===== src/port_sched_pkg.sv =====
package port_sched_pkg;

    localparam int NUM_QUEUES  = 8;   // one queue per egress priority.
    localparam int QUEUE_DEPTH = 16;  // descriptors held per queue.

    // queue index, wide enough to also carry the no-queue code.
    typedef logic [3:0] qidx_t;

    // one bit per queue, used for empty flags and WRR masks.
    typedef logic [NUM_QUEUES-1:0] qmask_t;

    typedef logic [3:0]  round_t;  // WRR round number, counts 8 down to 1.
    typedef logic [15:0] desc_t;   // descriptor tag.

    typedef logic [$clog2(QUEUE_DEPTH)-1:0] qptr_t;  // FIFO read and write pointer.

    localparam qidx_t NO_QUEUE = qidx_t'(NUM_QUEUES);  // nothing eligible.

    // enqueue request from the source.
    typedef struct packed {
        logic [2:0] qid;   // target queue.
        desc_t      desc;  // tag to store.
    } enq_req_t;

    // descriptor presented on the egress link.
    typedef struct packed {
        logic [2:0] qid;   // queue it was read from.
        desc_t      desc;  // stored tag.
    } egr_data_t;

    // dispatcher update sequence.
    typedef enum logic [2:0] {
        UPD_IDLE,         // waiting for the next update pulse.
        UPD_CHECK,        // served queue masked, look for another eligible queue.
        UPD_NEXT_ROUND,   // round exhausted, step the round counter down.
        UPD_LOAD_ROUND,   // rebuild the mask for the new round.
        UPD_CHECK_ROUND,  // look for an eligible queue in the new round.
        UPD_RESTART       // nothing left anywhere, go back to round 8.
    } upd_state_t;

endpackage


===== src/prior_encoder.sv =====
`timescale 1ns/1ps

// Returns the lowest queue whose select bit is clear. A set bit marks a
// queue that is either empty or masked out for the current WRR round.
module prior_encoder
    import port_sched_pkg::*;
(
    input  qmask_t select,
    output qidx_t  idx
);

    always_comb begin
        idx = NO_QUEUE;  // stays here when every queue is blocked.
        for (int i = NUM_QUEUES - 1; i >= 0; i--) begin
            if (!select[i]) begin
                idx = qidx_t'(i);  // lower indices overwrite, so the lowest wins.
            end
        end
    end

endmodule


===== src/port_rd_dispatch.sv =====
`timescale 1ns/1ps

module port_rd_dispatch
    import port_sched_pkg::*;
(
    input  logic   clk,
    input  logic   rst_n,
    input  logic   wrr_en,
    input  qmask_t queue_empty,
    input  logic   update,
    output qidx_t  rd_prior,
    output logic   prior_valid
);

    qmask_t     wrr_mask;      // served queues plus queues above the round.
    round_t     wrr_round;
    upd_state_t upd_state;
    qmask_t     masked_empty;  // set bit means the queue cannot be chosen.
    qidx_t      enc_idx;
    qmask_t     served_bit;
    logic       all_masked;
    logic       all_empty;
    qmask_t     mask_q;
    round_t     round_q;
    qmask_t     empty_q;
    logic       changed;
    logic [1:0] settle_cnt;

    // In round r only queues below r may be served.
    function automatic qmask_t round_mask(input round_t round);
        qmask_t m;
        for (int i = 0; i < NUM_QUEUES; i++) begin
            m[i] = (i >= round);
        end
        return m;
    endfunction

    assign masked_empty = wrr_mask | queue_empty;
    assign all_masked   = &masked_empty;
    assign all_empty    = &queue_empty;
    assign served_bit   = (rd_prior == NO_QUEUE) ? '0 : qmask_t'(1) << rd_prior[2:0];

    prior_encoder u_prior_encoder (
        .select (masked_empty),
        .idx    (enc_idx)
    );

    always_ff @(posedge clk) begin
        if (!rst_n) begin
            upd_state <= UPD_IDLE;
            wrr_mask  <= '0;
            wrr_round <= round_t'(NUM_QUEUES);
        end else if (!wrr_en) begin
            upd_state <= UPD_IDLE;  // strict priority, nothing is masked.
            wrr_mask  <= '0;
            wrr_round <= round_t'(NUM_QUEUES);
        end else if (update && upd_state == UPD_IDLE) begin
            upd_state <= UPD_CHECK;
            wrr_mask  <= wrr_mask | served_bit;  // rd_prior is the queue just popped.
        end else if (all_empty) begin
            upd_state <= UPD_IDLE;  // traffic drained, the next burst starts at round 8.
            wrr_mask  <= '0;
            wrr_round <= round_t'(NUM_QUEUES);
        end else begin
            case (upd_state)
                UPD_CHECK: begin
                    upd_state <= all_masked ? UPD_NEXT_ROUND : UPD_IDLE;
                end
                UPD_NEXT_ROUND: begin
                    wrr_round <= wrr_round - 1'b1;
                    upd_state <= UPD_LOAD_ROUND;
                end
                UPD_LOAD_ROUND: begin
                    wrr_mask  <= round_mask(wrr_round);  // served set starts empty again.
                    upd_state <= UPD_CHECK_ROUND;
                end
                UPD_CHECK_ROUND: begin
                    upd_state <= all_masked ? UPD_RESTART : UPD_IDLE;
                end
                UPD_RESTART: begin
                    wrr_mask  <= '0;
                    wrr_round <= round_t'(NUM_QUEUES);
                    upd_state <= UPD_IDLE;
                end
                default: begin
                    upd_state <= UPD_IDLE;
                end
            endcase
        end
    end

    // registered choice keeps the encoder off the controller's pop path.
    always_ff @(posedge clk) begin
        if (!rst_n) begin
            rd_prior <= NO_QUEUE;
        end else begin
            rd_prior <= enc_idx;
        end
    end

    assign changed = (wrr_mask != mask_q) || (wrr_round != round_q) ||
                     (queue_empty != empty_q) || (upd_state != UPD_IDLE);

    // The encoder and the rd_prior register need two quiet cycles
    // before the controller may trust rd_prior.
    always_ff @(posedge clk) begin
        if (!rst_n) begin
            mask_q     <= '0;
            round_q    <= round_t'(NUM_QUEUES);
            empty_q    <= '1;
            settle_cnt <= 2'd0;
        end else begin
            mask_q  <= wrr_mask;
            round_q <= wrr_round;
            empty_q <= queue_empty;
            if (changed) begin
                settle_cnt <= 2'd1;  // the cycle of the change counts as the first.
            end else if (settle_cnt != 2'd2) begin
                settle_cnt <= settle_cnt + 1'b1;
            end
        end
    end

    assign prior_valid = (upd_state == UPD_IDLE) && !changed && (settle_cnt == 2'd2);

endmodule


===== src/prio_queue_bank.sv =====
`timescale 1ns/1ps

module prio_queue_bank
    import port_sched_pkg::*;
(
    input  logic     clk,
    input  logic     rst_n,
    input  enq_req_t enq_req,
    input  logic     enq,
    output logic     enq_ack,
    input  logic     pop,
    input  qidx_t    pop_qid,
    output qmask_t   queue_empty,
    output desc_t    head_desc
);

    desc_t      mem [NUM_QUEUES][QUEUE_DEPTH];
    qptr_t      wr_ptr [NUM_QUEUES];
    qptr_t      rd_ptr [NUM_QUEUES];
    logic [$clog2(QUEUE_DEPTH):0] count [NUM_QUEUES];  // 0 up to QUEUE_DEPTH.
    logic [2:0] enq_qid;
    logic [2:0] pop_sel;
    logic       target_full;
    logic       enq_fire;
    logic       pop_fire;
    qmask_t     wr_hit;
    qmask_t     rd_hit;

    assign enq_qid     = enq_req.qid;
    assign target_full = (count[enq_qid] == QUEUE_DEPTH);  // holds enq_ack low.
    assign enq_fire    = enq && !enq_ack && !target_full;

    assign pop_sel  = pop_qid[2:0];
    assign pop_fire = pop && (pop_qid != NO_QUEUE) && !queue_empty[pop_sel];

    assign head_desc = mem[pop_sel][rd_ptr[pop_sel]];  // oldest entry of the chosen queue.

    always_comb begin
        wr_hit          = '0;
        rd_hit          = '0;
        wr_hit[enq_qid] = enq_fire;
        rd_hit[pop_sel] = pop_fire;
    end

    // Bank side of the enqueue handshake. The entry is written on the
    // same edge that raises enq_ack.
    always_ff @(posedge clk) begin
        if (!rst_n) begin
            enq_ack <= 1'b0;
        end else if (enq_fire) begin
            enq_ack <= 1'b1;
        end else if (!enq) begin
            enq_ack <= 1'b0;  // source has released, close the handshake.
        end
    end

    always_ff @(posedge clk) begin
        if (enq_fire) begin
            mem[enq_qid][wr_ptr[enq_qid]] <= enq_req.desc;
        end
    end

    always_ff @(posedge clk) begin
        if (!rst_n) begin
            for (int i = 0; i < NUM_QUEUES; i++) begin
                wr_ptr[i]      <= '0;
                rd_ptr[i]      <= '0;
                count[i]       <= '0;
                queue_empty[i] <= 1'b1;
            end
        end else begin
            for (int i = 0; i < NUM_QUEUES; i++) begin
                if (wr_hit[i]) begin
                    wr_ptr[i] <= wr_ptr[i] + 1'b1;  // wraps at the depth.
                end
                if (rd_hit[i]) begin
                    rd_ptr[i] <= rd_ptr[i] + 1'b1;
                end
                case ({wr_hit[i], rd_hit[i]})
                    2'b10: begin
                        count[i]       <= count[i] + 1'b1;
                        queue_empty[i] <= 1'b0;
                    end
                    2'b01: begin
                        count[i]       <= count[i] - 1'b1;
                        queue_empty[i] <= (count[i] == 1);  // last entry leaving.
                    end
                    default: begin
                        count[i] <= count[i];  // idle, or a write and a pop together.
                    end
                endcase
            end
        end
    end

endmodule


===== src/port_rd_ctrl.sv =====
`timescale 1ns/1ps

module port_rd_ctrl
    import port_sched_pkg::*;
(
    input  logic      clk,
    input  logic      rst_n,
    input  qidx_t     rd_prior,
    input  logic      prior_valid,
    input  desc_t     head_desc,
    input  logic      pause,
    output logic      pop,
    output qidx_t     pop_qid,
    output logic      update,
    output egr_data_t egr_data,
    output logic      egr_req,
    input  logic      egr_ack
);

    typedef enum logic [1:0] {
        CTRL_IDLE,     // between descriptors, pause is honored here.
        CTRL_REQUEST,  // egr_req high, waiting for the sink.
        CTRL_RELEASE   // egr_req dropped, waiting for egr_ack to fall.
    } ctrl_state_t;

    ctrl_state_t state;
    logic        start;

    // A read starts only once the previous handshake is fully closed.
    assign start = (state == CTRL_IDLE) && prior_valid && (rd_prior != NO_QUEUE) && !pause;

    assign pop     = start;
    assign pop_qid = rd_prior;
    assign update  = start;  // dispatcher masks rd_prior on this pulse.

    always_ff @(posedge clk) begin
        if (!rst_n) begin
            state   <= CTRL_IDLE;
            egr_req <= 1'b0;
        end else begin
            case (state)
                CTRL_IDLE: begin
                    if (start) begin
                        egr_req <= 1'b1;  // data is latched on this same edge.
                        state   <= CTRL_REQUEST;
                    end
                end
                CTRL_REQUEST: begin
                    if (egr_ack) begin
                        egr_req <= 1'b0;
                        state   <= CTRL_RELEASE;
                    end
                end
                CTRL_RELEASE: begin
                    if (!egr_ack) begin
                        state <= CTRL_IDLE;
                    end
                end
                default: begin
                    egr_req <= 1'b0;
                    state   <= CTRL_IDLE;
                end
            endcase
        end
    end

    // held stable for the whole egress handshake.
    always_ff @(posedge clk) begin
        if (start) begin
            egr_data.qid  <= rd_prior[2:0];
            egr_data.desc <= head_desc;
        end
    end

endmodule


===== src/port_out_sched.sv =====
`timescale 1ns/1ps

module port_out_sched
    import port_sched_pkg::*;
(
    input  logic      clk,
    input  logic      rst_n,
    input  logic      wrr_en,
    input  logic      pause,
    input  enq_req_t  enq_req,
    input  logic      enq,
    output logic      enq_ack,
    output egr_data_t egr_data,
    output logic      egr_req,
    input  logic      egr_ack
);

    qmask_t queue_empty;
    logic   pop;
    qidx_t  pop_qid;
    desc_t  head_desc;
    qidx_t  rd_prior;
    logic   prior_valid;
    logic   update;

    prio_queue_bank u_queue_bank (
        .clk         (clk),
        .rst_n       (rst_n),
        .enq_req     (enq_req),
        .enq         (enq),
        .enq_ack     (enq_ack),
        .pop         (pop),
        .pop_qid     (pop_qid),
        .queue_empty (queue_empty),
        .head_desc   (head_desc)
    );

    port_rd_dispatch u_dispatch (
        .clk         (clk),
        .rst_n       (rst_n),
        .wrr_en      (wrr_en),
        .queue_empty (queue_empty),
        .update      (update),
        .rd_prior    (rd_prior),
        .prior_valid (prior_valid)
    );

    port_rd_ctrl u_rd_ctrl (
        .clk         (clk),
        .rst_n       (rst_n),
        .rd_prior    (rd_prior),
        .prior_valid (prior_valid),
        .head_desc   (head_desc),
        .pause       (pause),
        .pop         (pop),
        .pop_qid     (pop_qid),
        .update      (update),
        .egr_data    (egr_data),
        .egr_req     (egr_req),
        .egr_ack     (egr_ack)
    );

endmodule


===== config.mk =====
export PLATFORM = sky130hd
export DESIGN_NAME = port_out_sched
export DESIGN_NICKNAME = d
export VERILOG_FILES = /design/src/port_sched_pkg.sv /design/src/prior_encoder.sv /design/src/port_rd_dispatch.sv /design/src/prio_queue_bank.sv /design/src/port_rd_ctrl.sv /design/src/port_out_sched.sv
export SDC_FILE = /design/constraint.sdc
export NUM_CORES = 2
export LEC_CHECK = 0
export ABC_AREA = 1
export BUFFER_PORTS_ARGS = -buffer_cell sky130_fd_sc_hd__buf_2
export CELL_PAD_IN_SITES_DETAIL_PLACEMENT = 1
export CELL_PAD_IN_SITES_GLOBAL_PLACEMENT = 2
export CORE_UTILIZATION = 45
export DETAILED_ROUTE_END_ITERATION = 6
export PLACE_DENSITY_LB_ADDON = 0.1
export SLEW_MARGIN = 20
export SYNTH_ARGS = -nofsm -noshare
export SYNTH_HDL_FRONTEND = slang
export SYNTH_HIERARCHICAL = 1
export SYNTH_SLANG_ARGS = --single-unit

===== constraint.sdc =====
create_clock -name clk -period 5.98 [get_ports clk]
set_input_delay 0.897 -clock clk [delete_from_list [all_inputs] [get_ports clk]]
set_output_delay 0.897 -clock clk [all_outputs]
set_load 0.03 [all_outputs]

==> out/qor.yml <==
nNetsFinal: 10500
io_pins: 46
max-vdd-ir-drop_v: 0.000312
drc: 0
synth.area.top_cells: "edfxtp_1 65%, nand2_1 12%, inv_1 8.5%"
synth_area_leader_cell: "edfxtp_1"
die-area_um2: 225000
whs_ps: 306
synthTopCellsByCount: "3226 x nand2_1, 2270 x inv_1, 2171 x edfxtp_1"
synth_top_area_share_pct: 64.8
cts_max_level: 4
p_leak_uw: 0.0496
cts_buffers: 235
ys_warn_count: 6
fp.dieH_um: 475
slowest_delay_ps: 590
path_cells: "inv_1 > nand2_1 > nand2_1 > nor2_1 > nand2_1 > nor2_1 > nand3_1 > nor2_1 > nand2_1 > nor2_2 > nand2_2 > inv_1 > inv_1 > a31oi_1 > nand3_1 > nor2_1 > inv_1 > ha_1 > inv_1 > a31oi_1 > inv_1 > o21ai_0"
rsz0062_at_grt: "no"
critPathMostFrequentCell: "inv_1"
syn2layout_area_growth_pct: 12.0
syn_avg_cell_area_um2: 9.72
max-slew-margin-rel_pct: 32.4
synthDistinctLibCells: 48
rr_startpoint: "u_dispatch/wrr_round[0]"
insertion_delay_ps: 880
min_period_ps: 4330
synth_edf_count: 2171
cts_tree: "yes"
ys_seq_area_share_pct: 65.8
clockBufferDepth: 3
syn_area_um2: 101000
arrival_ps: 4830
regArea_um2: 66300
grt_pass1_wl_mm: 463
reg2reg_to: "u_queue_bank/count[4][1]"
cellPowerDensity_nw_per_um2: 316
finalCritPeriodShare_pct: 72.3
syn_inst: 10300
cts_resized: 0
antenna_found_initial: 11
max_freq_ghz: 0.231
setup_violations: 0
grt_max_degree: 164
post_cts_buffers: 0
fill_cells: 24700
yosys_most_used_dff: "edfxtp_1"
status: "finished, final reports clean"
clock-sinks: 2224
synth_most_common_cell: "nand2_1"
reg2regPathDepth: 22
hold_path.class: "input pin to register"
skew_ps: 43.8
drtAntennaViolNets: 0
path_delay_family: "simple AND/OR/NAND/NOR gates"
hold_viol_final: 0
wl_mm: 313
placed_cell_area_um2: 105000
timing.critical_path.buf_inv: 6
dp_hpwl_mm: 191
clk_pin_slew_ps: 60
slowest_stage: "o21ai_0"
start_util_pct: 45.3
cp.depth: 22
worstSetupPathType: "register to register"
ctsHoldBuffers: 0
first_global_vias: 71700
drive_above_1_share_pct: 7.84
min_path_cells: 3
vias: 70000
syn_nets: 10400
critPathLaunchType: "register"
tightestPinTransition_ps: 1000
via_per_inst: 5.16
multiInputGateArea_um2: 24300
required_ps: 6490
max-cap-violations: 0
rows: 173
async_reset_ff_share_pct: 0
gp_congestion: 0.847
wl_per_cell_um: 23.1
regToRegSetupSlack_ps: 1660
first_pass_iters: 5
whs_endpoint: "u_rd_ctrl/state[1]"
numPortBuffers: 45
path_max_fanout: 8
overflow: 0
grtUsageTotal_pct: 27.9
final_cell_area_um2: 113000
cp-end-kind: "register"
final.setup.tns_ps: 0
die_x_um: 475
ys_seq_elements: 2224
cts_root_buffer: "clkbuf_16"
drv_slew: 0
drt_iter0_markers: 5889
core_area_um2: 222000
worstHoldStart: "egr_ack"
## cell families (layout without fill, tap and decap cells)
logic type,Yosys count,count (layout),synth area share (%)
and+or+nand+nor,5058,5058,21.0
buffers and inverters,2738,2975,10.6
DFF,2224,2224,65.8
AOI/OAI and AO/OA,210,210,1.24
adders and majority gates,62,62,0.771
xor gates and xnor gates,55,55,0.479
other,0,5,0
## worst max path at each step
stage / start / endpoint
CTS: u_dispatch/wrr_round[0] / u_queue_bank/count[2][0]
detailed placement: enq_req[16] / u_queue_bank/mem[2][166]
finish: u_dispatch/wrr_round[0] / u_queue_bank/count[4][1]
floorplan: u_dispatch/wrr_round[0] / u_queue_bank/count[2][0]
global placement: enq_req[16] / u_queue_bank/mem[4][250]
global route: u_dispatch/wrr_round[0] / u_queue_bank/count[2][1]
## final cells by class
type | instances | area share [%]
Inverter | 2299 | 7.68
Timing Repair Buffer | 233 | 1.81
Antenna cell | 5 | 0.0111
Clock inverter | 164 | 1.38
Sequential cell | 2224 | 58.8
Tap cell | 2975 | 3.30
Multi-Input combinational cell | 5385 | 21.6
Clock buffer | 279 | 5.39
## report_power, final
part / switching, uW / internal (uW) / total [uW]
Sequential: 81.6 / 17200 / 17300
Clock: 6250 / 8350 / 14600
Combinational: 2850 / 803 / 3650
## layer usage
layer / share of wire, % / GRT usage [%] / up-vias
li1: - / - / 32600
met1: 45 / 38.8 / 35500
met2: 48 / 46.4 / 1572
met3: 4.8 / 2.94 / 372
met4: 2.5 / 7.36 / 2
met5: 0.0042 / 0 / -
## placed cells by master (no fill, tap or decap), drive strengths merged, types with 2 or more instances in the layout
cell      count
nand2      3239
inv        2305
edfxtp     2171
nand3      1116
nor2        462
clkbuf      279
buf         233
clkinv      124
or2          85
nor3         85
o21ai        83
ha           62
dfxtp        53
o211ai       51
nand4        50
a21oi        43
xnor2        28
xor2         27
bufinv       26
nand3b       17
o22ai        13
a31oi        11
clkinvlp      8
diode         5
nor4          3
o31ai         2
## sequential cells by signal, indices dropped and copies added, names as in the netlist
| register | flops |
|---|---|
| u_queue_bank/enq_ack | 1 |
| u_dispatch/empty_q | 8 |
| u_dispatch/settle_cnt | 2 |
| u_queue_bank/wr_ptr | 32 |
| u_dispatch/mask_q | 8 |
| u_queue_bank/mem | 2048 |
| u_rd_ctrl/state | 2 |
| u_dispatch/round_q | 4 |
| u_queue_bank/rd_ptr | 32 |
| u_queue_bank/count | 40 |
| u_dispatch/wrr_round | 4 |
| u_rd_ctrl/egr_data | 19 |
| u_dispatch/upd_state | 3 |
| u_dispatch/wrr_mask | 8 |
| u_queue_bank/queue_empty | 8 |
| u_rd_ctrl/egr_req | 1 |
| u_dispatch/rd_prior | 4 |
## worst register-to-register path, delay by kind of cell, from the launching register on
family / cells / cell delay, ps
simple gates: 12 / 1570
compound gates: 3 / 930
buf+inv: 6 / 660
flops: 1 / 440
fa+ha+maj: 1 / 350
## metrics by stage
stage	total power [uW]	worst slack, ps	util [%]	instances
global route	36700	1160	50.7	13600
CTS	35800	1580	50.6	13600
finish	35600	1660	50.7	13600
detailed placement	21300	1140	47.2	13100
floorplan	19500	2210	-	10300
global placement	21200	1140	47.1	13100
(Power assumes the default switching activity.)
